$ cat config.mk
export PLATFORM = sky130hd
export DESIGN_NAME = busDecodeStage
export DESIGN_NICKNAME = d
export VERILOG_FILES = /design/src/logic/socBusPkg.sv /design/src/logic/busDecodeStage.sv
export SDC_FILE = /design/constraint.sdc
export NUM_CORES = 1
export LEC_CHECK = 0
export ABC_AREA = 0
export CAP_MARGIN = 20
export CORE_UTILIZATION = 46
export CTS_BUF_LIST = sky130_fd_sc_hd__clkbuf_2
export CTS_CLUSTER_SIZE = 14
export DETAILED_ROUTE_END_ITERATION = 8
export DONT_BUFFER_PORTS = 1
export GPL_TIMING_DRIVEN = 1
export PLACE_DENSITY_LB_ADDON = 0.15
export SLEW_MARGIN = 20
export SYNTH_ARGS = -nofsm -noshare
export SYNTH_HDL_FRONTEND = slang
export SYNTH_SLANG_ARGS = --single-unit
$ cat constraint.sdc
create_clock -name clk -period 0.8 [get_ports clk]
set_input_delay 0.04 -clock clk [delete_from_list [all_inputs] [get_ports clk]]
set_output_delay 0.04 -clock clk [all_outputs]
set_load 0.01 [all_outputs]
$ cat src/logic/socBusPkg.sv
package socBusPkg;

    // bus data width
    localparam int dataWidth = 32;

    // scratch ram geometry
    localparam int ramWords = 4096;
    localparam int ramIndexWidth = 12;

    // timer bank
    localparam int timerCount = 3;
    localparam int timerRegWidth = 3;

    // interrupt controller
    localparam int irqLines = 16;
    localparam int irqIdWidth = 4;
    // line of the first timer, the others follow
    localparam int timerIrqBase = 0;

    // galois lfsr, shifts right
    localparam logic [dataWidth-1:0] lfsrTaps = 32'h80200003;
    localparam logic [dataWidth-1:0] lfsrSeed = 32'h00000001;

    // region codes at address bits 19:16, anything else is unmapped
    typedef enum logic [3:0] {
        ramRegion    = 4'd0,
        randomRegion = 4'd1,
        timerRegion  = 4'd2
    } regionT;

    // byte address as the ram sees it
    typedef struct packed {
        logic [11:0]                unused;
        logic [3:0]                 region;
        logic [13-ramIndexWidth:0]  spare;
        logic [ramIndexWidth-1:0]   wordIndex;
        logic [1:0]                 byteLane;
    } ramViewT;

    // same address as a register file sees it
    typedef struct packed {
        logic [11:0]                unused;
        logic [3:0]                 region;
        logic [13-timerRegWidth:0]  spare;
        logic [timerRegWidth-1:0]   regIndex;
        logic [1:0]                 byteLane;
    } regViewT;

    typedef union packed {
        ramViewT    ramView;
        regViewT    regView;
    } busAddrT;

    // one request from the master, 70 bits
    typedef struct packed {
        logic                   read;
        logic                   write;
        logic [3:0]             bwe;
        busAddrT                address;
        logic [dataWidth-1:0]   writeData;
    } busReqT;

    // one hot target select
    typedef struct packed {
        logic   ram;
        logic   random;
        logic   timer;
        logic   unmapped;
    } targetSelT;

    // read return, 33 bits
    typedef struct packed {
        logic                   valid;
        logic [dataWidth-1:0]   data;
    } busRspT;

endpackage

$ cat src/logic/busDecodeStage.sv
`timescale 1ns/1ps

module busDecodeStage (
    input   logic                   clk,
    input   logic                   rstN,
    input   socBusPkg::busReqT      busReq,
    output  socBusPkg::busReqT      stageReq,
    output  socBusPkg::targetSelT   targetSel
);

    // registered strobes
    logic                               reqRead;
    logic                               reqWrite;
    // registered payload
    logic [3:0]                         reqBwe;
    socBusPkg::busAddrT                 reqAddress;
    logic [socBusPkg::dataWidth-1:0]    reqData;
    // select for the incoming request
    socBusPkg::targetSelT               selNext;

    // region decode, only while a strobe is up
    always_comb begin
        selNext = '0;
        if (busReq.read || busReq.write) begin
            case (socBusPkg::regionT'(busReq.address.regView.region))
                socBusPkg::ramRegion:       selNext.ram = 1'b1;
                socBusPkg::randomRegion:    selNext.random = 1'b1;
                socBusPkg::timerRegion:     selNext.timer = 1'b1;
                // codes 3 to 15
                default:                    selNext.unmapped = 1'b1;
            endcase
        end
    end

    always_ff @(posedge clk or negedge rstN) begin
        if (!rstN) begin
            reqRead <= 1'b0;
            reqWrite <= 1'b0;
            targetSel <= '0;
        end else begin
            reqRead <= busReq.read;
            reqWrite <= busReq.write;
            targetSel <= selNext;
        end
    end

    // payload taken every cycle, qualified by the strobes downstream
    always_ff @(posedge clk) begin
        reqBwe <= busReq.bwe;
        reqAddress <= busReq.address;
        reqData <= busReq.writeData;
    end

    always_comb begin
        stageReq.read = reqRead;
        stageReq.write = reqWrite;
        stageReq.bwe = reqBwe;
        stageReq.address = reqAddress;
        stageReq.writeData = reqData;
    end

endmodule

==> impl_metrics.csv <==
group,metric,value,unit
timing,post-route-min-period,0.963,ns
drt,via_count,971,
power,p_per_area,2710,nW/um^2
timing,setup_tns,-7.49,ns
run_status,run_status,"complete, but fails checks",
synthesis,synth_area,1570,um^2
synthesis,ys.flop_type,"dfxtp_1",
global_route,grt_overflow_total,0,
layout,drive_above_1_share,50.9,%
synthesis,yosysMostFrequentCell,"dfxtp_1",
synthesis,yosysSeqAreaShare,96.2,%
worst_hold_path,min_path_cells,1,
timing,period_share,120,%
run_status,violations,"negative setup slack",
synthesis,synth_cell_type_count,8,
timing,hold-worst-slack,0.0877,ns
worst_setup_path,cp.depth,0,
floorplan,start_util,49.8,%
timing,finalSetupViolations,74,
placement,portBuffers,0,
worst_setup_path,worstPathArrival,0.92,ns
drt,via_per_inst,4.56,
timing,finalHoldViolCount,0,
cts,h-tree-depth,3,
synthesis,syn_nets,155,
drt,post_drt_wl_per_cell,18.7,um
timing,drv_slew,0,
floorplan,die_w,60.5,um
drt,ant_nets,0,
timing,rsz0062_at_grt,"yes",
floorplan,dieArea,3650,um^2
run,maxCapViolCount,0,
power,peakVddDrop,2.31,mV
placement,place_congestion,0.593,
layout,nets,236,
power,cellLeakagePower,1.05,nW
global_route,grt_pass1_wl,5130,um
floorplan,die_y,60.5,um
placement,placed_cells,125,
drt,drc,0,
cts,cts_setup_buffers,0,
worst_setup_path,cp_max_fo,1,
global_route,grt_pass1_vias,1082,
floorplan,coreArea,3150,um^2
cts,clk_pin_slew,0.19,ns
cts,cts_buffer_depth,2,
synthesis,synth_edf_count,0,
global_route,grtUsageTotal,21.7,%
worst_hold_path,hold_class,"in2reg",
synthesis,synth_common_cells,"dfxtp_1, dfrtp_1, buf_4, nor2_1, nor4b_1",
drt,wl,3980,um
global_route,antenna_found_initial,0,
cts,clock_sinks,74,
timing,slew_headroom,75.9,%
layout,final_cells,213,
timing,worstMarginPinSlew,0.360,ns
synthesis,syn_inst,83,
synthesis,ys_top_cells_by_area,"dfxtp_1, dfrtp_1, nor4b_1",
synthesis,yosys.area.top_type,"dfxtp_1",
floorplan,rows,20,
timing,worst_slack,-0.163,ns
worst_setup_path,endpoint_kind,"output port",
global_route,grt_max_degree,13,
worst_setup_path,cp.required,0.76,ns
worst_setup_path,critPathLaunchType,"flip-flop",
layout,antenna_cells,0,
synthesis,synth_top_area_share,86.6,%
placement,dpl_worst_slack,0.116,ns
drt,drtIter0Drc,14,
synthesis,yosysWarnings,0,
worst_setup_path,path_class,"reg2out",
synthesis,synth-seq-cells,74,
cts,numCtsBuffers,9,
floorplan,ios,146,
power,total_power,7.02,mW
timing,fmaxAchievable,1040,MHz
cts,cts-root-buf,"clkbuf_2",
cts,cts_tree,"built",
drt,first_pass_iters,4,
synthesis,synthArstFlopShare,8.11,%
layout,area_growth,64.6,%
synthesis,avgSynthCellArea,18.9,um^2
[through the flow]
stage	util (%)	area (um^2)
6_report	82.1	2590
5_1_grt	82.1	2590
4_1_cts	81.7	2570
3_5_place_dp	51.1	1610
3_3_place_gp	51.1	1610
2_1_floorplan	-	1570
[sequential cells by signal, indices dropped and copies added (netlist names)]
register	cells
targetSel	4
reqAddress	32
reqRead	1
reqBwe	4
reqData	32
reqWrite	1
[logic make-up after synthesis]
| family | after synthesis | share of synthesized area (%) |
|---|---|---|
| flip-flops | 74 | 96.2 |
| AND/OR/NAND/NOR | 6 | 2.39 |
| buffers and inverters | 2 | 0.955 |
| AO/OA/AOI/OAI | 1 | 0.478 |
[final timing paths]
kind                         startpoint      endpoint  slack (ns)
min in group asynchronous          rstN  targetSel[3]        0.40
setup / recovery           targetSel[3]  targetSel[3]       -0.16
max in group asynchronous          rstN       reqRead        0.19
hold / removal               busReq[12]   reqData[12]        0.09
[layout by cell type, fill, tap and decap left out]
master / Yosys / layout
nor4b_2: 0 / 2
clkbuf_2: 0 / 11
bufinv_16: 0 / 3
dlygate4sd3_1: 0 / 72
dfxtp_2: 0 / 68
clkinvlp_4: 0 / 1
nor2_1: 2 / 2
dfrtp_1: 6 / 6
a211oi_1: 1 / 1
nor4_1: 1 / 1
clkinv_2: 0 / 1
or2_1: 1 / 1
[what timing repair did]
item | in CTS | in global routing
resized for setup | 68 | 2
endpoints found under the hold margin | 80 | 0
hold buffers | 72 | 0
endpoints found under the setup margin | 74 | 76
[final cells by class]
| type | count | area, um^2 |
|---|---|---|
| Clock buffer | 11 | 55.1 |
| Clock inverter | 5 | 103 |
| Fill cell | 182 | 566 |
| Multi-Input combinational cell | 7 | 57.6 |
| Sequential cell | 74 | 1600 |
| Tap cell | 44 | 55.1 |
| Timing Repair Buffer | 72 | 721 |
[metal layers]
| metal | part of all wire [%] | global-route usage [%] |
|---|---|---|
| met4 | 2.7 | 17.5 |
| met2 | 58 | 39.7 |
| met5 | 0 | 0 |
| met3 | 11 | 10.4 |
| met1 | 29 | 17.0 |
[where the power goes]
group	internal, mW	leakage (nW)	switching, mW
registers	3.93	0.650	0.184
clock network	1.37	0.0921	1.22
logic	0.242	0.312	0.0766
total	5.54	1.05	1.48
Note: power is estimated with default switching activity, not from simulation.
