`config.mk`:
```
export PLATFORM = sky130hd
export DESIGN_NAME = interruptController
export DESIGN_NICKNAME = d
export VERILOG_FILES = /design/src/logic/socBusPkg.sv /design/src/logic/interruptController.sv
export SDC_FILE = /design/constraint.sdc
export NUM_CORES = 1
export LEC_CHECK = 0
export BUFFER_PORTS_ARGS = -buffer_cell sky130_fd_sc_hd__buf_2
export CAP_MARGIN = 0
export CORE_MARGIN = 2
export CORE_UTILIZATION = 30
export CTS_BUF_LIST = sky130_fd_sc_hd__clkbuf_4 sky130_fd_sc_hd__clkbuf_8 sky130_fd_sc_hd__clkbuf_16
export DETAILED_ROUTE_END_ITERATION = 16
export PLACE_DENSITY_LB_ADDON = 0.1
export SLEW_MARGIN = 5
export SYNTH_ARGS = -nofsm -noshare
export SYNTH_HDL_FRONTEND = slang
export SYNTH_SLANG_ARGS = --single-unit
```
`constraint.sdc`:
```
create_clock -name clk -period 1.1 [get_ports clk]
set_input_delay 0 -clock clk [delete_from_list [all_inputs] [get_ports clk]]
set_output_delay 0 -clock clk [all_outputs]
set_load 0.02 [all_outputs]
```
`src/logic/socBusPkg.sv`:
```
package socBusPkg;

    // bus data width
    localparam int dataWidth = 32;

    // scratch ram geometry
    localparam int ramWords = 4096;
    localparam int ramIndexWidth = 12;

    // timer bank
    localparam int timerCount = 3;
    localparam int timerRegWidth = 3;

    // interrupt controller
    localparam int irqLines = 16;
    localparam int irqIdWidth = 4;
    // line of the first timer, the others follow
    localparam int timerIrqBase = 0;

    // galois lfsr, shifts right
    localparam logic [dataWidth-1:0] lfsrTaps = 32'h80200003;
    localparam logic [dataWidth-1:0] lfsrSeed = 32'h00000001;

    // region codes at address bits 19:16, anything else is unmapped
    typedef enum logic [3:0] {
        ramRegion    = 4'd0,
        randomRegion = 4'd1,
        timerRegion  = 4'd2
    } regionT;

    // byte address as the ram sees it
    typedef struct packed {
        logic [11:0]                unused;
        logic [3:0]                 region;
        logic [13-ramIndexWidth:0]  spare;
        logic [ramIndexWidth-1:0]   wordIndex;
        logic [1:0]                 byteLane;
    } ramViewT;

    // same address as a register file sees it
    typedef struct packed {
        logic [11:0]                unused;
        logic [3:0]                 region;
        logic [13-timerRegWidth:0]  spare;
        logic [timerRegWidth-1:0]   regIndex;
        logic [1:0]                 byteLane;
    } regViewT;

    typedef union packed {
        ramViewT    ramView;
        regViewT    regView;
    } busAddrT;

    // one request from the master, 70 bits
    typedef struct packed {
        logic                   read;
        logic                   write;
        logic [3:0]             bwe;
        busAddrT                address;
        logic [dataWidth-1:0]   writeData;
    } busReqT;

    // one hot target select
    typedef struct packed {
        logic   ram;
        logic   random;
        logic   timer;
        logic   unmapped;
    } targetSelT;

    // read return, 33 bits
    typedef struct packed {
        logic                   valid;
        logic [dataWidth-1:0]   data;
    } busRspT;

endpackage

```
`src/logic/interruptController.sv`:
```
`timescale 1ns/1ps

module interruptController (
    input   logic                               clk,
    input   logic                               rstN,
    input   logic [socBusPkg::irqLines-1:0]     triggerInterrupt,
    input   logic                               interruptAcknowledge,
    input   logic [socBusPkg::irqIdWidth-1:0]   interruptIn,
    output  logic                               interruptRequest,
    output  logic [socBusPkg::irqIdWidth-1:0]   interruptOut
);

    // one latch per line
    logic [socBusPkg::irqLines-1:0] pending;
    // line named by the acknowledge
    logic [socBusPkg::irqLines-1:0] clearMask;

    always_comb begin
        clearMask = '0;
        if (interruptAcknowledge) begin
            clearMask[interruptIn] = 1'b1;
        end
    end

    // a new pulse wins over an acknowledge of the same line
    always_ff @(posedge clk or negedge rstN) begin
        if (!rstN) begin
            pending <= '0;
        end else begin
            pending <= (pending & ~clearMask) | triggerInterrupt;
        end
    end

    assign interruptRequest = |pending;

    // lowest pending line has priority
    // scan downward so the last hit is the lowest
    always_comb begin
        interruptOut = '0;
        for (int i = socBusPkg::irqLines - 1; i >= 0; i--) begin
            if (pending[i]) begin
                interruptOut = i[socBusPkg::irqIdWidth-1:0];
            end
        end
    end

endmodule

```
==> flow_summary.yaml <==
power:
  internal_power_uw: 835.2
  p_clk_frac: 0.283
  vdd_drop_max_mv: 0.5948
  power_density_mw_per_mm2: 810.9
  power_leakage_uw: 0.0005696
  seqPwrFrac: 0.554
  power_switching_uw: 276.8
  p_comb_frac: 0.163
  switching_share: 0.2489
place:
  place.gp.congestion: 0.8153
  dpl_worst_slack_ns: -0.08560
  numPortBuffers: 27
  place_inst: 156
  dp_hpwl_um: 1782
global_routing:
  grt_max_degree: 17
  antenna_found_initial: 0
  gr-total-overflow: 0
  grt_pass1_wl_um: 4291
  grt_use_met3: 0.02041
  use_met2: 0.2662
  grt_pass1_vias: 942
  met1_usage: 0.2315
  grtUsageTotal: 0.1671
  grt.busiest_layer: "met2"
worst_setup_path:
  worst_setup_path_start_kind: "flip-flop"
  cp-end-kind: "output pin"
  reg2reg_slack_ns: 0.26
  path_buf_inv: 1
  required_ns: 1.10
  crit_arrival_ns: 1.49
  crit_chain: "nor4_4, and3_4, nand4_1, buf_4"
  critical_path.slowest_cell: "dfrtp_2"
  path_delay_family: "simple AND/OR/NAND/NOR gates"
  criticalPathCategory: "flip-flop to output pin"
  slowest_delay_ns: 0.44
  worstPathMaxFanout: 3
timing:
  maxSlewHeadroom: 0.7392
  setup_ws_ns: -0.3865
  clock.fmax_mhz: 672.7
  finClkSkew_ns: 0
  worst_pin_slew_ns: 0.3913
  drv_slew: 0
  hold_slack_ns: 0.09688
  fin_crit_ns: 1.486
  finalSetupViolCount: 5
  rsz0062_at_grt: "true"
  hold_violations: 0
  period_share: 1.351
logic_synthesis:
  synth-seq-area-share: 0.4665
  netlist_area_um2: 858.3
  synth-seq-cells: 16
  syn_nets: 112
  ys_types: 24
  synthCells: 89
  yosysWarnings: 0
  syn_avg_cell_area_um2: 9.644
clocking:
  clk_pin_slew_ns: 0.09
  numCtsBuffers: 3
  clock_path_buffers: 2
  insertion_delay_ns: 0.28
  h-tree-depth: 1
  root_buffer: "clkbuf_4"
  tritoncts: "built"
  clock-sinks: 16
final_layout:
  diodes: 0
  fin_nets: 173
  top_register: "pending"
  largest_reg_flops: 16
  final_common_cell: "buf_2"
  fin_cells: 179
  reg_top3: "pending (16)"
  synthToLayoutAreaGrowth_pct: 59.77
  drive_above_1_share: 0.3851
  fillers: 272
  final_cell_mix: "buf_2 (23), dlygate4sd3_1 (17), buf_4 (15), nand2b_1 (14), dfrtp_1 (12)"
drt:
  drt_pre_antenna_iters: 4
  route.detailed.drc: 0
  ant_nets: 0
  wl_um: 2427
  via_per_inst: 5.034
  vias: 901
  first_iter_violations: 16
  avgRoutedWirePerCell_um: 13.56
floorplan:
  dieHeight_um: 57.49
  die_w_um: 57.49
  die-area_mm2: 0.003305
  io_pins: 28
  core-area_mm2: 0.002734
  rows: 19
  start_util: 0.3140
run_status:
  violations: "setup timing"
  status: "finished, violations left"
run:
  max_cap_violations: 0
worst_hold_path:
  hold_class: "input port to flip-flop"
[what timing repair did]
item | CTS | global route
hold buffers | 17 | 0
hold endpoints to repair | 32 | 0
pin swaps | 8 | 6
buffers inserted | 2 | 1
setup endpoints to repair | 5 | 5
resized for setup | 8 | 6
[power by group through the flow]
stage / sequential [uW] / combinational (uW) / clock (uW)
2_1_floorplan: 623 / 51.5 / 0
3_3_place_gp: 625 / 130 / 0
3_5_place_dp: 626 / 131 / 0
4_1_cts: 614 / 181 / 330
5_1_grt: 617 / 204 / 348
6_report: 616 / 182 / 315
[path summary, 6_finish.rpt]
check	start	endpoint	cells past startpoint
min in group asynchronous	rstN	pending[13]	2
worst max-delay path	pending[8]	interruptRequest	4
worst min-delay path	interruptIn[2]	pending[0]	4
worst min register to register	pending[15]	pending[15]	2
max in group asynchronous	rstN	pending[5]	2
worst max register to register	pending[8]	pending[8]	3
[layer usage]
layer	vias up	share of wire
li1	435	-
met1	436	0.47
met2	28	0.47
met3	2	0.050
met4	0	0.0078
met5	-	0
[cells by family after synthesis]
kind of cell | after synthesis | synth area share
buffers and inverters | 4 | 0.01894
AOI/OAI and AO/OA | 26 | 0.1837
DFF | 16 | 0.4665
and+or+nand+nor | 43 | 0.3309
[stage by stage]
stage | utilization | setup TNS (ns) | total power (uW) | area [um^2]
3_5_place_dp | 0.4087 | -0.2428 | 756.4 | 1117
5_1_grt | 0.5016 | -2.116 | 1169 | 1371
4_1_cts | 0.4915 | -1.772 | 1125 | 1344
3_3_place_gp | 0.4087 | -0.1570 | 755.0 | 1117
6_report | 0.5016 | -1.720 | 1112 | 1371
2_1_floorplan | - | -0.02657 | 674.9 | 873.3
[area by class of cell]
type | instances | area [um^2] | share of cell area
Clock buffer | 3 | 22.52 | 0.01642
Inverter | 3 | 11.26 | 0.008212
Multi-Input combinational cell | 69 | 473.0 | 0.3449
Sequential cell | 16 | 405.4 | 0.2956
Tap cell | 31 | 38.79 | 0.02828
Timing Repair Buffer | 57 | 420.4 | 0.3066
[worst min-delay path, stage by stage]
cell and delay, ns:
buf_2 0.13, nor3b_4 0.06, nand2_1 0.06, a21o_1 0.10
[cell usage after synthesis]
cell	instances	area, um^2
a31oi_1	1	6.260
o22ai_1	1	6.260
buf_2	1	5.000
dfrtp_1	16	400.4
nand2b_1	14	87.58
nor4_4	1	21.27
nor3b_4	1	18.77
and3_1	1	6.260
o31ai_1	4	30.03
nand2b_4	2	27.53
nand4_1	1	6.260
nand2_1	6	22.52
nor2_1	7	26.28
nor4_2	1	12.51
or2b_1	1	7.510
nor3_1	3	15.01
o21ai_0	11	55.05
a21oi_1	4	20.02
inv_1	3	11.26
o311a_1	1	10.01
nand3_1	2	10.01
a21o_1	4	30.03
nor3b_1	1	7.510
nand3b_1	2	15.01
No activity file was read; power rests on OpenSTA's default activity.
