**config.mk**
```make
export PLATFORM = sky130hd
export DESIGN_NAME = randomSource
export DESIGN_NICKNAME = d
export VERILOG_FILES = /design/src/logic/socBusPkg.sv /design/src/logic/randomSource.sv
export SDC_FILE = /design/constraint.sdc
export NUM_CORES = 1
export LEC_CHECK = 0
export BUFFER_PORTS_ARGS = -buffer_cell sky130_fd_sc_hd__buf_4
export CAP_MARGIN = 20
export CORE_MARGIN = 10
export CORE_UTILIZATION = 43
export DETAILED_ROUTE_END_ITERATION = 10
export PLACE_DENSITY = 0.77
export SYNTH_ARGS = -nofsm -noshare
export SYNTH_HDL_FRONTEND = slang
export SYNTH_SLANG_ARGS = --single-unit
export TNS_END_PERCENT = 1
```
**constraint.sdc**
```tcl
create_clock -name clk -period 1 [get_ports clk]
set_input_delay 0.15 -clock clk [delete_from_list [all_inputs] [get_ports clk]]
set_output_delay 0.15 -clock clk [all_outputs]
set_load 0.02 [all_outputs]
```
**src/logic/socBusPkg.sv**
```systemverilog
package socBusPkg;

    // bus data width
    localparam int dataWidth = 32;

    // scratch ram geometry
    localparam int ramWords = 4096;
    localparam int ramIndexWidth = 12;

    // timer bank
    localparam int timerCount = 3;
    localparam int timerRegWidth = 3;

    // interrupt controller
    localparam int irqLines = 16;
    localparam int irqIdWidth = 4;
    // line of the first timer, the others follow
    localparam int timerIrqBase = 0;

    // galois lfsr, shifts right
    localparam logic [dataWidth-1:0] lfsrTaps = 32'h80200003;
    localparam logic [dataWidth-1:0] lfsrSeed = 32'h00000001;

    // region codes at address bits 19:16, anything else is unmapped
    typedef enum logic [3:0] {
        ramRegion    = 4'd0,
        randomRegion = 4'd1,
        timerRegion  = 4'd2
    } regionT;

    // byte address as the ram sees it
    typedef struct packed {
        logic [11:0]                unused;
        logic [3:0]                 region;
        logic [13-ramIndexWidth:0]  spare;
        logic [ramIndexWidth-1:0]   wordIndex;
        logic [1:0]                 byteLane;
    } ramViewT;

    // same address as a register file sees it
    typedef struct packed {
        logic [11:0]                unused;
        logic [3:0]                 region;
        logic [13-timerRegWidth:0]  spare;
        logic [timerRegWidth-1:0]   regIndex;
        logic [1:0]                 byteLane;
    } regViewT;

    typedef union packed {
        ramViewT    ramView;
        regViewT    regView;
    } busAddrT;

    // one request from the master, 70 bits
    typedef struct packed {
        logic                   read;
        logic                   write;
        logic [3:0]             bwe;
        busAddrT                address;
        logic [dataWidth-1:0]   writeData;
    } busReqT;

    // one hot target select
    typedef struct packed {
        logic   ram;
        logic   random;
        logic   timer;
        logic   unmapped;
    } targetSelT;

    // read return, 33 bits
    typedef struct packed {
        logic                   valid;
        logic [dataWidth-1:0]   data;
    } busRspT;

endpackage

```
**src/logic/randomSource.sv**
```systemverilog
`timescale 1ns/1ps

module randomSource (
    input   logic                   clk,
    input   logic                   rstN,
    input   logic                   sel,
    input   socBusPkg::busReqT      stageReq,
    output  socBusPkg::busRspT      randomRsp
);

    logic [socBusPkg::dataWidth-1:0]    lfsrState;
    logic [socBusPkg::dataWidth-1:0]    lfsrNext;
    logic [socBusPkg::dataWidth-1:0]    readData;
    logic                               readValid;

    // galois step, taps folded in when a one drops out
    assign lfsrNext = {1'b0, lfsrState[socBusPkg::dataWidth-1:1]}
                    ^ (lfsrState[0] ? socBusPkg::lfsrTaps : '0);

    always_ff @(posedge clk or negedge rstN) begin
        if (!rstN) begin
            lfsrState <= socBusPkg::lfsrSeed;
            readValid <= 1'b0;
        end else begin
            readValid <= sel && stageReq.read;
            // zero would lock up the lfsr
            if (sel && stageReq.write) begin
                lfsrState <= (stageReq.writeData == '0) ? socBusPkg::lfsrSeed
                                                        : stageReq.writeData;
            end else if (sel && stageReq.read) begin
                lfsrState <= lfsrNext;
            end
        end
    end

    // value before the step goes out
    always_ff @(posedge clk) begin
        if (sel && stageReq.read) begin
            readData <= lfsrState;
        end
    end

    assign randomRsp = '{valid: readValid, data: readData};

endmodule

```
==> summary.txt <==
Logic synthesis
  • Top post-synthesis cells by count: 32 x dfrtp_1, 32 x edfxtp_1, 32 x nand2_1
  • Distinct cells, synth: 20
  • Mapped Cells: between 150 and 200
  • Synthesized Nets: 267
  • Avg Inst Size Synth: ~14 µm²
  • Most used flip-flop cell after synthesis: edfxtp_1
  • Top-area cell type share of the netlist area: 36.7%
  • Synthesized area: 2620 µm²
  • Yosys reg bits: 65
  • Number of synthesized flops with an enable pin: 32
  • Warning count from the yosys run: 0
  • Synth area leader: edfxtp_1
  • Synth async-reset ratio: around 51%
  • Largest cells by area after synthesis: edfxtp_1 37%, dfrtp_1 31%, mux2i_1 11%, o21ai_0 5.9%, nand2_1 4.6%
  • Sequential share of the synthesized area: 68.2%

Setup path
  • Worst r2r src: lfsrState[0]
  • CP Class: reg2reg
  • Slowest CP cell: dfstp_2
  • Worst setup path endpoint: lfsrState[21]
  • CP endpoint kind: register
  • Worst path cell trace: xnor2_1, nor2_1, a21oi_1, o21ai_1
  • Worst setup path startpoint: lfsrState[0]
  • CP peak stage delay: a little over 600 ps
  • Crit-path max FO: 5
  • Critical Path AT: 1330 ps
  • Reg2reg end: lfsrState[21]
  • Depth of the most critical reg-to-reg path: 4
  • Crit path required time: 1190 ps
  • Worst R2R Setup Slack: -140 ps
  • Startpoint Class: register

Clocking
  • TritonCTS clock tree: yes
  • CTS HTree Levels: 3
  • Clock sink count: 65
  • Total CTS buffers: 9
  • Postcts setup bufs: 0
  • Clock root cell: clkbuf_8
  • Reg clk slew, reported paths: approximately 70 ps
  • Clock Tree Buf Depth: 2
  • Latest clock arrival within the worst-skew pair: 320 ps

Worst hold path
  • Hold WC Path Type: in2reg

Die
  • I/O Pins: 106
  • Num rows: 28
  • Die Width: 98.1 µm
  • Core box area: 5920 µm²
  • DIE AREA: approximately 9600 µm²
  • Die Ht: 98.1 µm
  • Starting Density: 44.3%

Job
  • Max cap viols: 0

Drt
  • WL final: 5820 µm
  • Vias/cell: 4.91
  • Post-route ant nets: 0
  • Vias after detailed routing: 1,810
  • DRT Pass-1 Iters: 4
  • Wire per inst: 15.8 µm
  • Initial DRC count: 76
  • Drc violations: 0

Timing
  • Fin. Hold Viols: 0
  • Least-Margin Pin Slew: ~600 ps
  • Setup-failing EPs final: 15
  • Clock skew: 6.04 ps
  • PnR worst setup slack: -137 ps
  • RSZ-0062 raised after global routing: yes
  • Crit share post-route: 114%
  • Slew Limit Fails: 0
  • Tmin final: 1140 ps
  • Peak Freq: 880 MHz
  • Relative slew slack: 59.5%

Power and ir drop
  • Lkg Pwr: 1.68 nW
  • PnR Total Power: 6.41 mW
  • PwrDens: 1740 nW/µm²
  • Worst IR Drop VDD: 827 µV

Finish
  • P&R area growth vs syn: 41.0%
  • Layout cell share with drive strength beyond 1: 39.1%
  • Nets@finish: 363
  • ANT cells: 0

Global route
  • Largest net degree at the start of global routing: 34
  • First-pass GRT wire length: just under 10,000 µm
  • Total GRT Usage: 12.5%
  • Vias in the first global route: 1,942
  • Initial antenna violation count: 0
  • Remaining global-route overflow: 0

Outcome
  • Failing checks: negative setup slack
  • Status: finished with violations

Placed design
  • RD Place Congestion: 0.766
  • Port Buffer Count: 69
  • DP Worst Slack: -249 ps
  • Post-detail-place hpwl: about 4300 µm
[repair_timing]
action	4_1_cts	5_1_grt
endpoints found under the setup margin	36	37
hold buffers	1	0
endpoints found under the hold margin	32	0
resized for setup	33	3
pin swaps	1	1
[report_power, final]
group | total [mW] | internal (mW) | switching, mW
Sequential | 3.47 | 3.22 | 0.244
Clock | 1.85 | 0.946 | 0.902
Combinational | 1.10 | 0.592 | 0.507
Total | 6.41 | 4.76 | 1.65
[registers in the layout, indices dropped and copies added (netlist names)]
signal and count:
readData 32, readValid 1, lfsrState 32
[worst min path at each step]
stage / start / endpoint / slack, ps / depth (start not counted)
after floorplan: rstN / lfsrState[10] / -150 / 0
after global placement: rstN / lfsrState[13] / 120 / 1
after detailed placement: rstN / lfsrState[14] / 120 / 1
after CTS: stageReq[30] / lfsrState[30] / 20 / 3
after global routing: stageReq[19] / lfsrState[19] / 30 / 3
final: stageReq[30] / lfsrState[30] / 30 / 3
[final cells by class]
cell class | count | area, µm²
flip-flops and latches | 65 | 1790
repair buffers | 97 | 905
well taps | 75 | 93.8
clock inverters | 3 | 17.5
clock buffers | 12 | 145
inverters | 1 | 7.51
fillers | 450 | 2230
multi-input cells | 116 | 737
[cell families after synthesis]
logic type / synth area share [%]
flops: 68.2
simple gates: 7.98
compound gates: 7.26
mux: 11.1
buf+inv: 4.44
xor+xnor: 1.00
[stage by stage]
stage,hold WS [ps],setup TNS (ps),cell area [µm²],utilization (%),std cells
3_3_place_gp,119,-315,3390,57.2,353
4_1_cts,17.4,-1210,3680,62.2,369
6_report,34.7,-635,3690,62.4,369
3_5_place_dp,123,-489,3390,57.2,353
2_1_floorplan,-146,-6800,2640,-,194
5_1_grt,34.3,-2300,3690,62.4,369
[cells in the final DEF, fill, tap and decap left out, types with 3 or more instances in the layout]
cell	Yosys	layout
clkbuf_8	0	10
o21ai_0	31	29
nor4_1	8	8
o21ai_1	3	5
dfrtp_1	32	32
buf_6	2	33
nand2_1	32	32
edfxtp_1	32	32
buf_4	4	59
nor2_1	3	3
buf_12	0	4
mux2i_1	29	29
[worst max-delay path: cells and delay by family, from the launching register on]
| kind | cells | cell delay [ps] |
|---|---|---|
| flip-flops | 1 | 610 |
| AND/OR/NAND/NOR | 1 | 60 |
| XOR/XNOR | 1 | 140 |
| AO/OA/AOI/OAI | 2 | 200 |
[per-layer routing]
| metal | global-route usage, % | up-vias | part of all wire (%) |
|---|---|---|---|
| li1 | - | 890 | - |
| met1 | 13.9 | 856 | 41 |
| met2 | 20.3 | 51 | 51 |
| met3 | 4.16 | 13 | 5.2 |
| met4 | 7.83 | 0 | 2.6 |
| met5 | 0 | - | 0 |
Power figures use the tool's default switching activity.
