## config.mk

```make
export PLATFORM = sky130hd
export DESIGN_NAME = intervalTimers
export DESIGN_NICKNAME = d
export VERILOG_FILES = /design/src/logic/socBusPkg.sv /design/src/logic/intervalTimers.sv
export SDC_FILE = /design/constraint.sdc
export NUM_CORES = 1
export LEC_CHECK = 0
export BUFFER_PORTS_ARGS = -buffer_cell sky130_fd_sc_hd__buf_4
export CAP_MARGIN = 20
export CORE_MARGIN = 2
export CORE_UTILIZATION = 35
export CTS_CLUSTER_DIAMETER = 80
export DETAILED_ROUTE_END_ITERATION = 8
export PLACE_DENSITY_LB_ADDON = 0.25
export SETUP_SLACK_MARGIN = 0.4
export SYNTH_ARGS = -nofsm -noshare
export SYNTH_HDL_FRONTEND = slang
export SYNTH_SLANG_ARGS = --single-unit
```

## constraint.sdc

```tcl
create_clock -name clk -period 7.3 [get_ports clk]
set_input_delay 0.365 -clock clk [delete_from_list [all_inputs] [get_ports clk]]
set_output_delay 0.365 -clock clk [all_outputs]
set_load 0.02 [all_outputs]
```

## src/logic/socBusPkg.sv

```systemverilog
package socBusPkg;

    // bus data width
    localparam int dataWidth = 32;

    // scratch ram geometry
    localparam int ramWords = 4096;
    localparam int ramIndexWidth = 12;

    // timer bank
    localparam int timerCount = 3;
    localparam int timerRegWidth = 3;

    // interrupt controller
    localparam int irqLines = 16;
    localparam int irqIdWidth = 4;
    // line of the first timer, the others follow
    localparam int timerIrqBase = 0;

    // galois lfsr, shifts right
    localparam logic [dataWidth-1:0] lfsrTaps = 32'h80200003;
    localparam logic [dataWidth-1:0] lfsrSeed = 32'h00000001;

    // region codes at address bits 19:16, anything else is unmapped
    typedef enum logic [3:0] {
        ramRegion    = 4'd0,
        randomRegion = 4'd1,
        timerRegion  = 4'd2
    } regionT;

    // byte address as the ram sees it
    typedef struct packed {
        logic [11:0]                unused;
        logic [3:0]                 region;
        logic [13-ramIndexWidth:0]  spare;
        logic [ramIndexWidth-1:0]   wordIndex;
        logic [1:0]                 byteLane;
    } ramViewT;

    // same address as a register file sees it
    typedef struct packed {
        logic [11:0]                unused;
        logic [3:0]                 region;
        logic [13-timerRegWidth:0]  spare;
        logic [timerRegWidth-1:0]   regIndex;
        logic [1:0]                 byteLane;
    } regViewT;

    typedef union packed {
        ramViewT    ramView;
        regViewT    regView;
    } busAddrT;

    // one request from the master, 70 bits
    typedef struct packed {
        logic                   read;
        logic                   write;
        logic [3:0]             bwe;
        busAddrT                address;
        logic [dataWidth-1:0]   writeData;
    } busReqT;

    // one hot target select
    typedef struct packed {
        logic   ram;
        logic   random;
        logic   timer;
        logic   unmapped;
    } targetSelT;

    // read return, 33 bits
    typedef struct packed {
        logic                   valid;
        logic [dataWidth-1:0]   data;
    } busRspT;

endpackage

```

## src/logic/intervalTimers.sv

```systemverilog
`timescale 1ns/1ps

module intervalTimers (
    input   logic                               clk,
    input   logic                               rstN,
    input   logic                               sel,
    input   socBusPkg::busReqT                  stageReq,
    output  socBusPkg::busRspT                  timerRsp,
    output  logic [socBusPkg::timerCount-1:0]   timerIrq
);

    // per timer reload value and live count
    logic [socBusPkg::dataWidth-1:0]    reload [socBusPkg::timerCount];
    logic [socBusPkg::dataWidth-1:0]    count [socBusPkg::timerCount];

    logic [socBusPkg::timerRegWidth-1:0] regIndex;
    logic                               timerWrite;
    logic                               readValid;
    logic [socBusPkg::dataWidth-1:0]    readData;

    assign regIndex = stageReq.address.regView.regIndex;
    assign timerWrite = sel && stageReq.write;

    always_ff @(posedge clk or negedge rstN) begin
        if (!rstN) begin
            for (int k = 0; k < socBusPkg::timerCount; k++) begin
                reload[k] <= '0;
                count[k] <= '0;
            end
            timerIrq <= '0;
            readValid <= 1'b0;
        end else begin
            readValid <= sel && stageReq.read;
            for (int k = 0; k < socBusPkg::timerCount; k++) begin
                // pulse lasts one cycle
                timerIrq[k] <= 1'b0;
                if (timerWrite && (regIndex == k)) begin
                    // a write restarts the period, zero stops it
                    reload[k] <= stageReq.writeData;
                    count[k] <= stageReq.writeData;
                end else if (reload[k] != '0) begin
                    // would hit zero, so reload and fire
                    if (count[k] <= 1) begin
                        count[k] <= reload[k];
                        timerIrq[k] <= 1'b1;
                    end else begin
                        count[k] <= count[k] - 1'b1;
                    end
                end
            end
        end
    end

    // live count readback
    // indices past the bank read zero
    always_ff @(posedge clk) begin
        if (sel && stageReq.read) begin
            readData <= '0;
            for (int k = 0; k < socBusPkg::timerCount; k++) begin
                if (regIndex == k) begin
                    readData <= count[k];
                end
            end
        end
    end

    assign timerRsp = '{valid: readValid, data: readData};

endmodule

```

==> results.md <==
* Status: complete, no violations
* Slowest-stage cell, CP: nand4_1
* Area of the core at 35,500 um2
* Remaining antenna violation count at 0
* CP required at 7710 ps
* Skew final at 20.1 ps
* Insertion delay to the later sink of the worst-skew pair at about 530 ps
* Area Growth Syn to Fin at 14.1%
* CP Launch Type: flop
* Cell area after layout at 14,400 um2
* H-tree depth at 1
* RSZ-0062 raised after global routing: no
* WHS at 96.1 ps
* Slew at the pin closest to its max-slew limit at 1110 ps
* Most common cell after layout, fill and taps aside: nand2_1
* Dpl cell area at 13,500 um2
* Maximum root-to-sink buffer count at 3
* Remaining Overflow, GRT at 0
* Diodes inserted at 0
* Cell chain of the critical path: or4_1 -> nor3_1 -> nand4_1 -> o211ai_1 -> o21ai_0 -> mux2_2
* Die Height at ~190 um
* Final setup fails at 0
* Initial DRC Count at between 1k and 1.5k
* Via-to-Cell Ratio at 5.78
* Clock Sinks at 228
* Crit-path leading delay family: simple AND/OR/NAND/NOR gates
* DIE WIDTH at 194 um
* Synth unique cells at 67
* Post-synth EDFFs at 32
* Most used flip-flop cell after synthesis: dfrtp_1
* Drt first pass iters at 5
* Total GRT Usage at 21.8%
* Max incr delay on CP at 840 ps
* Syn_area_per_cell at around 8.4 um2
* CP Data Arrival Time at 3870 ps
* Post-CTS Resized at 0
* CTS tree: built
* CP bufs+invs at 0
* Number of I/O pins at 109
* Synth Cell Area at 12,600 um2
* Global-route wire length before repair at 65,500 um
* Routed WL at 41,500 um
* Share of layout cells above drive strength 1 at between 10% and 20%
* Crit path capture type: flop
* Crit path max fanout at 13
* Fin crit share at 47.4%
* Via count at 11.6k
* Port Buffers at 75
* DP HPWL at roughly 30,000 um
* Final Max Tran Viols at 0
* Hold crit path type: input pin to flop
* Die area at 37,600 um2
* Per-cell routed wire length at 20.8 um
* Clk slew on worst S/H paths at approximately 60 ps
* Flop and latch count out of synthesis at around 230
* Critical path type: flop to flop
* Largest net degree at the start of global routing at 81
* Async SR Flop Fraction at a little under nine tenths
* Fin crit period at between 3000 and 4000 ps
* RePlAce Congestion at 0.902
* Setup TNS at 0 ps
* Yosys Warn Count at 0
* Vias in the first global route at 11.2k
* Gate Count Post-Synth at 1,504
* Initial Utilization at 35.5%
* CTS Buf Count at 25
* Total power at about 4500 uW
* Final nets at 1,599
* Max_slew headroom at 25.7%
* Final hold viol count at 0
* LEAKAGE at 0.00618 uW
* Synth Net Count at 1,583
* Power per cell area at ~310 nW/um2
* Root buf cell: clkbuf_16
* VDD IR-drop max at 0.000164 V
* Register area share after synthesis at between 40% and 50%
* Initial antenna violation count at 0
* Most frequent cells in the layout: nand2_1 (353), dfrtp_1 (196), nor2_1 (174), buf_4 (93), a21oi_1 (74)
* Max Fclk at ~290 MHz
* Row count at 69
* Max-Cap Viols at 0
* DRC at 0
[synthesized netlist by cell type (all sizes together) (15+ instances only)]
cell / number / area, um2
a22oi: 17 / 128
nand4: 19 / 119
or3: 28 / 175
o21ai: 60 / 300
edfxtp: 32 / 961
nor4: 69 / 463
nand2: 355 / 1330
nor2: 175 / 657
clkbuf: 92 / 345
xnor2: 27 / 236
buf: 15 / 78.8
nor3: 55 / 275
nand3: 37 / 185
a211oi: 17 / 128
dfrtp: 196 / 4900
mux2i: 41 / 410
o211ai: 29 / 218
a21oi: 74 / 370
or4: 15 / 120
inv: 15 / 56.3
[final timing paths]
path                                   startpoint  cells past startpoint  slack (ps)                     end
max                         count[51]$_DFFE_PN0P_                      6        3840   count[32]$_DFFE_PN0P_
min                                  stageReq[17]                      3         100  reload[49]$_DFFE_PN0P_
max reg2reg                 count[51]$_DFFE_PN0P_                      6        3840   count[32]$_DFFE_PN0P_
min reg2reg                reload[92]$_DFFE_PN0P_                      2         510  reload[92]$_DFFE_PN0P_
max in group asynchronous                    rstN                      3        5400  reload[46]$_DFFE_PN0P_
min in group asynchronous                    rstN                      2         430  reload[18]$_DFFE_PN0P_
[repair_timing]
item | in CTS | in global routing
hold buffers | 1 | 0
setup buffers | 0 | 0
endpoints found under the setup margin | 0 | 0
hold endpoints to repair | 78 | 0
[stage by stage]
step / setup WS, ps / utilization (%) / cells
6_report: 3840 / 40.5 / 1998
5_1_grt: 3560 / 40.5 / 1998
4_1_cts: 3870 / 40.5 / 1996
3_5_place_dp: 3890 / 38.0 / 1951
3_3_place_gp: 3940 / 38.0 / 1951
2_1_floorplan: 4570 / - / 1504
[power by group]
group          switching, uW  internal (uW)  leakage, uW
combinational            579            475      0.00304
clock                    530            815     0.000419
sequential               495           1620      0.00271
total                   1600           2910      0.00618
[worst register-to-register path: cells and delay by family (launching register included)]
family	cells	cell delay [ps]
simple gates	3	2030
flops	1	470
compound gates	2	570
mux	1	270
[layer usage]
| metal | vias up | global-route usage, % | part of all wire (%) |
|---|---|---|---|
| met2 | 418 | 34.7 | 46 |
| met5 | - | 0 | 0 |
| met4 | 0 | 7.21 | 2.9 |
| li1 | 5390 | - | - |
| met1 | 5680 | 31.1 | 45 |
| met3 | 69 | 2.45 | 6.2 |
[logic make-up (layout without fill, tap and decap cells)]
logic type	after synthesis	after routing	synth area share, %
flops	228	228	46.5
mux	49	49	3.97
buf+inv	122	155	3.81
fa+ha+maj	6	6	0.596
compound gates	284	284	14.7
xor+xnor	37	37	2.57
simple gates	778	778	27.8
[registers in the layout, summed over array words and instances (netlist names)]
register	count
count	96
timerIrq	3
readValid	1
reload	96
readData	32
[area by class of cell]
| class | count | area [um2] |
|---|---|---|
| Inverter | 15 | 56.3 |
| Multi-Input combinational cell | 1154 | 6300 |
| Clock buffer | 32 | 703 |
| Timing Repair Buffer | 96 | 727 |
| Fill cell | 3547 | 21100 |
| Sequential cell | 228 | 5870 |
| Tap cell | 461 | 577 |
| Clock inverter | 12 | 153 |
Note: power is estimated with default switching activity, not from simulation.
