===== config.mk =====
export PLATFORM = sky130hd
export DESIGN_NAME = responseStage
export DESIGN_NICKNAME = d
export VERILOG_FILES = /design/src/logic/socBusPkg.sv /design/src/logic/responseStage.sv
export SDC_FILE = /design/constraint.sdc
export NUM_CORES = 1
export LEC_CHECK = 0
export BUFFER_PORTS_ARGS = -buffer_cell sky130_fd_sc_hd__buf_2
export CORE_MARGIN = 5
export CORE_UTILIZATION = 27
export DETAILED_ROUTE_END_ITERATION = 6
export GPL_TIMING_DRIVEN = 0
export PLACE_DENSITY_LB_ADDON = 0.05
export SYNTH_ARGS = -nofsm -noshare
export SYNTH_HDL_FRONTEND = slang
export SYNTH_SLANG_ARGS = --single-unit
export TNS_END_PERCENT = 30

===== constraint.sdc =====
create_clock -name clk -period 1.5 [get_ports clk]
set_input_delay 0.45 -clock clk [delete_from_list [all_inputs] [get_ports clk]]
set_output_delay 0.45 -clock clk [all_outputs]
set_load 0.01 [all_outputs]

===== src/logic/socBusPkg.sv =====
package socBusPkg;

    // bus data width
    localparam int dataWidth = 32;

    // scratch ram geometry
    localparam int ramWords = 4096;
    localparam int ramIndexWidth = 12;

    // timer bank
    localparam int timerCount = 3;
    localparam int timerRegWidth = 3;

    // interrupt controller
    localparam int irqLines = 16;
    localparam int irqIdWidth = 4;
    // line of the first timer, the others follow
    localparam int timerIrqBase = 0;

    // galois lfsr, shifts right
    localparam logic [dataWidth-1:0] lfsrTaps = 32'h80200003;
    localparam logic [dataWidth-1:0] lfsrSeed = 32'h00000001;

    // region codes at address bits 19:16, anything else is unmapped
    typedef enum logic [3:0] {
        ramRegion    = 4'd0,
        randomRegion = 4'd1,
        timerRegion  = 4'd2
    } regionT;

    // byte address as the ram sees it
    typedef struct packed {
        logic [11:0]                unused;
        logic [3:0]                 region;
        logic [13-ramIndexWidth:0]  spare;
        logic [ramIndexWidth-1:0]   wordIndex;
        logic [1:0]                 byteLane;
    } ramViewT;

    // same address as a register file sees it
    typedef struct packed {
        logic [11:0]                unused;
        logic [3:0]                 region;
        logic [13-timerRegWidth:0]  spare;
        logic [timerRegWidth-1:0]   regIndex;
        logic [1:0]                 byteLane;
    } regViewT;

    typedef union packed {
        ramViewT    ramView;
        regViewT    regView;
    } busAddrT;

    // one request from the master, 70 bits
    typedef struct packed {
        logic                   read;
        logic                   write;
        logic [3:0]             bwe;
        busAddrT                address;
        logic [dataWidth-1:0]   writeData;
    } busReqT;

    // one hot target select
    typedef struct packed {
        logic   ram;
        logic   random;
        logic   timer;
        logic   unmapped;
    } targetSelT;

    // read return, 33 bits
    typedef struct packed {
        logic                   valid;
        logic [dataWidth-1:0]   data;
    } busRspT;

endpackage


===== src/logic/responseStage.sv =====
`timescale 1ns/1ps

module responseStage (
    input   logic                   clk,
    input   logic                   rstN,
    input   socBusPkg::busRspT      ramRsp,
    input   socBusPkg::busRspT      randomRsp,
    input   socBusPkg::busRspT      timerRsp,
    input   logic                   unmappedRead,
    output  socBusPkg::busRspT      busRsp
);

    // unmapped read delayed to line up with the target responses
    logic unmappedPending;

    always_ff @(posedge clk or negedge rstN) begin
        if (!rstN) begin
            unmappedPending <= 1'b0;
        end else begin
            unmappedPending <= unmappedRead;
        end
    end

    // only one source is valid per cycle
    // unmapped falls through to zero data
    always_comb begin
        busRsp.valid = ramRsp.valid | randomRsp.valid | timerRsp.valid | unmappedPending;
        busRsp.data = '0;
        if (ramRsp.valid) begin
            busRsp.data = ramRsp.data;
        end else if (randomRsp.valid) begin
            busRsp.data = randomRsp.data;
        end else if (timerRsp.valid) begin
            busRsp.data = timerRsp.data;
        end
    end

endmodule


==> flow_metrics.env, run 1 <==
export IMPL_drv_cap=0
export IMPL_violations="negative setup slack"
export IMPL_post_cts_buffers=0
export IMPL_slew_viol_final=0
export IMPL_place_worst_setup_slack_ns=-0.199
export IMPL_startpoint_type="input pin"
export IMPL_row_count=20
export IMPL_synth_warning_count=0
export IMPL_antenna_found_initial=0
export IMPL_io_buffers=131
export IMPL_drc=0
export IMPL_arrival_ns=1.20
export IMPL_grt_pass1_vias=1411
export IMPL_diodes=0
export IMPL_top_regs="unmappedPending: 1 flops"
export IMPL_hp_class="in2async"
export IMPL_synth_seq_cells=1
export IMPL_areaGrowthSynthToFinish_pct=103
export IMPL_fin_crit_sh_pct=110
export IMPL_drive_above_1_share_pct=62.9
export IMPL_boundaryPins=135
export IMPL_fillerInstances=360
export IMPL_ys_types=8
export IMPL_hold_viol_final=0
export IMPL_ctsHoldBuffers=0
export IMPL_synth_fp_nets=250
export IMPL_vias_per_cell=4.67
export IMPL_finalCriticalPeriod_ns=1.65
export IMPL_synthesis_area_sq_um=887
export IMPL_overflow=0
export IMPL_initial_core_util_pct=28.6
export IMPL_fin_cells=324
export IMPL_die_w_microns=67.3
export IMPL_drt_total_wl_microns=4100
export IMPL_ys_seq_area_share_pct=2.82
export IMPL_required_ns=1.05
export IMPL_status="finished, violations left"
export IMPL_crit_slowest_cell="or4_4"
export IMPL_die_area_sq_um=4530
export IMPL_setup_tns_ns=-1.79
export IMPL_regArea_sq_um=25.0
export IMPL_die_h_microns=67.3
export IMPL_wl_per_cell_microns=12.6
export IMPL_design_core_area_sq_um=3100
export IMPL_synth_cells=148
export IMPL_end_kind="primary output"
export IMPL_tightest_slew_ns=0.195
export IMPL_top_register="unmappedPending"
export IMPL_slew_limit_headroom_pct=87.0
export IMPL_crit_fanout=6
export IMPL_rsz0062_at_grt="yes"
export IMPL_placed_cells=323
export IMPL_grt_start_max_net_pins=12
export IMPL_cp_slowest_stage_delay_ns=0.51
export IMPL_vias=1514
export IMPL_clock_fmax_ghz=0.606
export IMPL_grt_usage_pct=16.5
export IMPL_place_congestion=0.726
export IMPL_setup_slack_ns=-0.151
export IMPL_peakVddDrop_mv=0.211
export IMPL_ant_nets=0
export IMPL_multi_input_area_sq_um=866
export IMPL_hpwl_microns=3370
export IMPL_crit_chain="buf_8 > or4_4 > buf_6"
export IMPL_largest_register_ff_count=1
export IMPL_finalPower_mw=0.545
export IMPL_powerDensity_nw_per_um2=302
export IMPL_grt_pass1_wl_microns=6170
export IMPL_syn_avg_cell_area_sq_um=5.99
export IMPL_drt_iter0_drc=42
export IMPL_firstDrtPassIters=4
export IMPL_p_leak_nw=0.863
export IMPL_final_nets=384
export IMPL_setup_viol=31
export IMPL_criticalPathCategory="in2out"
export IMPL_clk_pin_slew_ns=0
placed cells by master, fill, tap and decap left out:
cell type | netlist | routed
a21oi_1 | 64 | 39
buf_4 | 0 | 3
buf_8 | 0 | 2
a21oi_2 | 0 | 25
buf_6 | 1 | 7
nor2b_1 | 32 | 32
buf_12 | 0 | 1
or4_4 | 1 | 1
clkbuf_4 | 0 | 1
clkbuf_8 | 0 | 2
dfrtp_1 | 1 | 1
clkbuf_2 | 0 | 2
nand3b_1 | 32 | 32
buf_2 | 12 | 132
power breakdown:
group / internal (mW) / switching (mW)
sequential: 0.0288 / 0.000309
combinational: 0.281 / 0.235
clock: 0 / 0
total: 0.309 / 0.235
layer usage:
metal,track usage [%],share of wire [%],vias to the layer above
met3,3.16,12,0
met5,0,0,-
met4,1.01,0,0
li1,-,-,789
met1,19.0,39,645
met2,32.4,49,80
metrics by stage:
step / cell area, sq um / hold slack, ns / utilization (%)
2_1_floorplan: 981 / 0.154 / -
3_3_place_gp: 1690 / 0.226 / 54.5
3_5_place_dp: 1690 / 0.225 / 54.5
4_1_cts: 1760 / 0.225 / 56.9
5_1_grt: 1800 / 0.226 / 58.1
6_report: 1800 / 0.224 / 58.1
path summary, 6_finish.rpt:
check	from	to	cells after the start
min	rstN	unmappedPending	1
max	timerRsp[32]	busRsp[32]	3
min in group clk	unmappedRead	unmappedPending	1
max in group asynchronous	rstN	unmappedPending	1
layout make-up:
class	count	share of cell area, %
Timing Repair Buffer	132	37.5
Buffer	18	10.1
Tap cell	44	3.05
Sequential cell	1	1.39
Multi-Input combinational cell	129	48.0
what timing repair did:
action,CTS,global route
gates resized for setup,20,14
cloned,1,0
endpoints found under the setup margin,33,33
pin swaps,1,2
endpoints found under the hold margin,0,0
cells in the mapped netlist:
cell / n / area, sq um
a21oi_1: 64 / 320
nand3b_1: 32 / 240
nor2b_1: 32 / 200
buf_2: 12 / 60.1
clkbuf_1: 5 / 18.8
buf_6: 1 / 11.3
dfrtp_1: 1 / 25.0
or4_4: 1 / 11.3
cell families after synthesis:
group / Yosys count / share of synthesized area [%]
compound gates: 64 / 36.1
buf+inv: 18 / 10.2
flops: 1 / 2.82
simple gates: 65 / 50.9
critical path: cells and delay by family:
kind | cells | cell delay, ns
buf+inv | 2 | 0.24
simple gates | 1 | 0.51
(Power assumes the default switching activity.)
==> inputs of run 2 (changes only) <==
clock period = 1.4 ns   (was 1.5 ns; I/O delays follow)
==> run 2 against run 1 <==
Against the previous run:
- the flow still finishes with violations (negative setup slack)
- first-iteration DRC count decreased by 7.1%
- sequential power grew 7.2%
- die area is the same
- total power rose by 12%
- worst setup slack worse by 0.029 ns
- sequential cell count is the same
- combinational power up 12%
- critical path depth unchanged
- critical endpoint unchanged
- via count rose by 0.40%
- critical path type unchanged
- sequential share of layout area is essentially flat
- largest power group unchanged
- cell area increased by 3.1%
- global-route usage rose by 0.79 points
==> flow_metrics.env, run 2 (synthesis gave the netlist of run 1 again) <==
export IMPL_status="finished, violations left"
export IMPL_violations="negative setup slack"
export IMPL_fillerInstances=344
export IMPL_crit_chain="buf_8 > or4_4 > buf_6"
export IMPL_die_h_microns=67.3
export IMPL_final_nets=383
export IMPL_critPathBufInv=2
export IMPL_clkPwrFrac_pct=0
export IMPL_grt_start_max_net_pins=11
export IMPL_vias=1520
export IMPL_fin_crit_sh_pct=113
export IMPL_slew_viol_final=0
export IMPL_diodes=0
export IMPL_final_common_cell="buf_2"
export IMPL_cp_slowest_stage_delay_ns=0.50
export IMPL_design_core_area_sq_um=3100
export IMPL_place_congestion=0.745
export IMPL_switching_share_pct=44.4
export IMPL_arrival_ns=1.16
export IMPL_grt_usage_pct=17.3
export IMPL_grt_pass1_wl_microns=6490
export IMPL_finalCriticalPeriod_ns=1.58
export IMPL_criticalPathCategory="in2out"
export IMPL_row_count=20
export IMPL_initial_core_util_pct=28.6
export IMPL_crit_slowest_cell="or4_4"
export IMPL_post_cts_buffers=0
export IMPL_powerDensity_nw_per_um2=328
export IMPL_drt_iter0_drc=39
export IMPL_vias_per_cell=4.71
export IMPL_fin_util_pct=59.9
export IMPL_drive_above_1_share_pct=69.2
export IMPL_setup_slack_ns=-0.180
export IMPL_p_leak_nw=0.862
export IMPL_antenna_found_initial=0
export IMPL_grt_pass1_vias=1503
export IMPL_areaGrowthSynthToFinish_pct=109
export IMPL_tightest_slew_ns=0.216
export IMPL_cp_top_family="simple AND/OR/NAND/NOR gates"
export IMPL_hold_viol_final=0
export IMPL_end_kind="primary output"
export IMPL_drc=0
export IMPL_rsz0062_at_grt="yes"
export IMPL_drv_cap=0
export IMPL_multi_input_area_sq_um=940
export IMPL_layout_common_cells="buf_2, a21oi_2, nand3b_1"
export IMPL_hp_class="in2async"
export IMPL_sequentialPowerShare_pct=5.1
export IMPL_clock_fmax_ghz=0.633
export IMPL_setup_viol=32
export IMPL_largest_register_ff_count=1
export IMPL_clk_pin_slew_ns=0
export IMPL_p_switching_mw=0.270
export IMPL_power_frac_comb_pct=94.9
export IMPL_overflow=0
export IMPL_top_register="unmappedPending"
export IMPL_hpwl_microns=3510
export IMPL_wl_per_cell_microns=13.0
export IMPL_required_ns=0.98
export IMPL_slew_limit_headroom_pct=85.6
export IMPL_startpoint_type="input pin"
export IMPL_firstDrtPassIters=4
export IMPL_boundaryPins=135
export IMPL_ctsHoldBuffers=0
export IMPL_setup_tns_ns=-3.08
export IMPL_die_w_microns=67.3
export IMPL_peakVddDrop_mv=0.219
export IMPL_drt_total_wl_microns=4210
export IMPL_die_area_sq_um=4530
export IMPL_top_regs="unmappedPending: 1 flops"
export IMPL_ant_nets=0
export IMPL_regArea_sq_um=25.0
export IMPL_p_int_mw=0.339
export IMPL_io_buffers=131
export IMPL_crit_fanout=6
## run 2: metrics by stage
step / std cells / hold WS (ns) / cell area (sq um) / power (mW) / setup slack (ns)
final: 323 / 0.194 / 1860 / 0.609 / -0.180
after global placement: 323 / 0.196 / 1740 / 0.571 / -0.238
after floorplan: 148 / 0.124 / 1030 / 0.326 / -0.0573
after CTS: 323 / 0.196 / 1810 / 0.601 / -0.184
after detailed placement: 323 / 0.196 / 1740 / 0.577 / -0.242
after global routing: 323 / 0.196 / 1860 / 0.671 / -0.196
## run 2: layout make-up
cell class                      instances  share of cell area, %
Buffer                                 18                   9.49
Multi-Input combinational cell        129                   50.6
Sequential cell                         1                   1.35
Tap cell                               44                   2.96
Timing Repair Buffer                  131                   35.6
## run 2: how the worst max path moves through the flow
| stage | start | to | slack [ns] | depth (start not counted) |
|---|---|---|---|---|
| after CTS | timerRsp[32] | busRsp[32] | -0.18 | 3 |
| after global placement | ramRsp[32] | busRsp[5] | -0.24 | 5 |
| after global routing | randomRsp[32] | busRsp[21] | -0.20 | 5 |
| after floorplan | timerRsp[32] | busRsp[32] | -0.06 | 2 |
| after detailed placement | ramRsp[32] | busRsp[5] | -0.24 | 5 |
| final | timerRsp[32] | busRsp[32] | -0.18 | 3 |
## run 2: timing repair
action                                  in CTS  in global routing
pin swaps                                    1                  2
endpoints found under the setup margin      33                 33
resized for setup                           21                 18
## run 2: power groups by stage
stage	clock, mW	combinational [mW]	sequential, mW
after floorplan	0	0.295	0.0312
after global placement	0	0.540	0.0312
after detailed placement	0	0.545	0.0312
after CTS	0	0.570	0.0312
after global routing	0	0.639	0.0315
final	0	0.578	0.0312
## run 2: routing by layer
metal	up-vias	global-route usage, %	part of all wire [%]
met5	-	0	0
met4	0	0.759	0.45
met3	2	3.00	13
met2	84	32.3	47
met1	645	21.6	39
li1	789	-	-
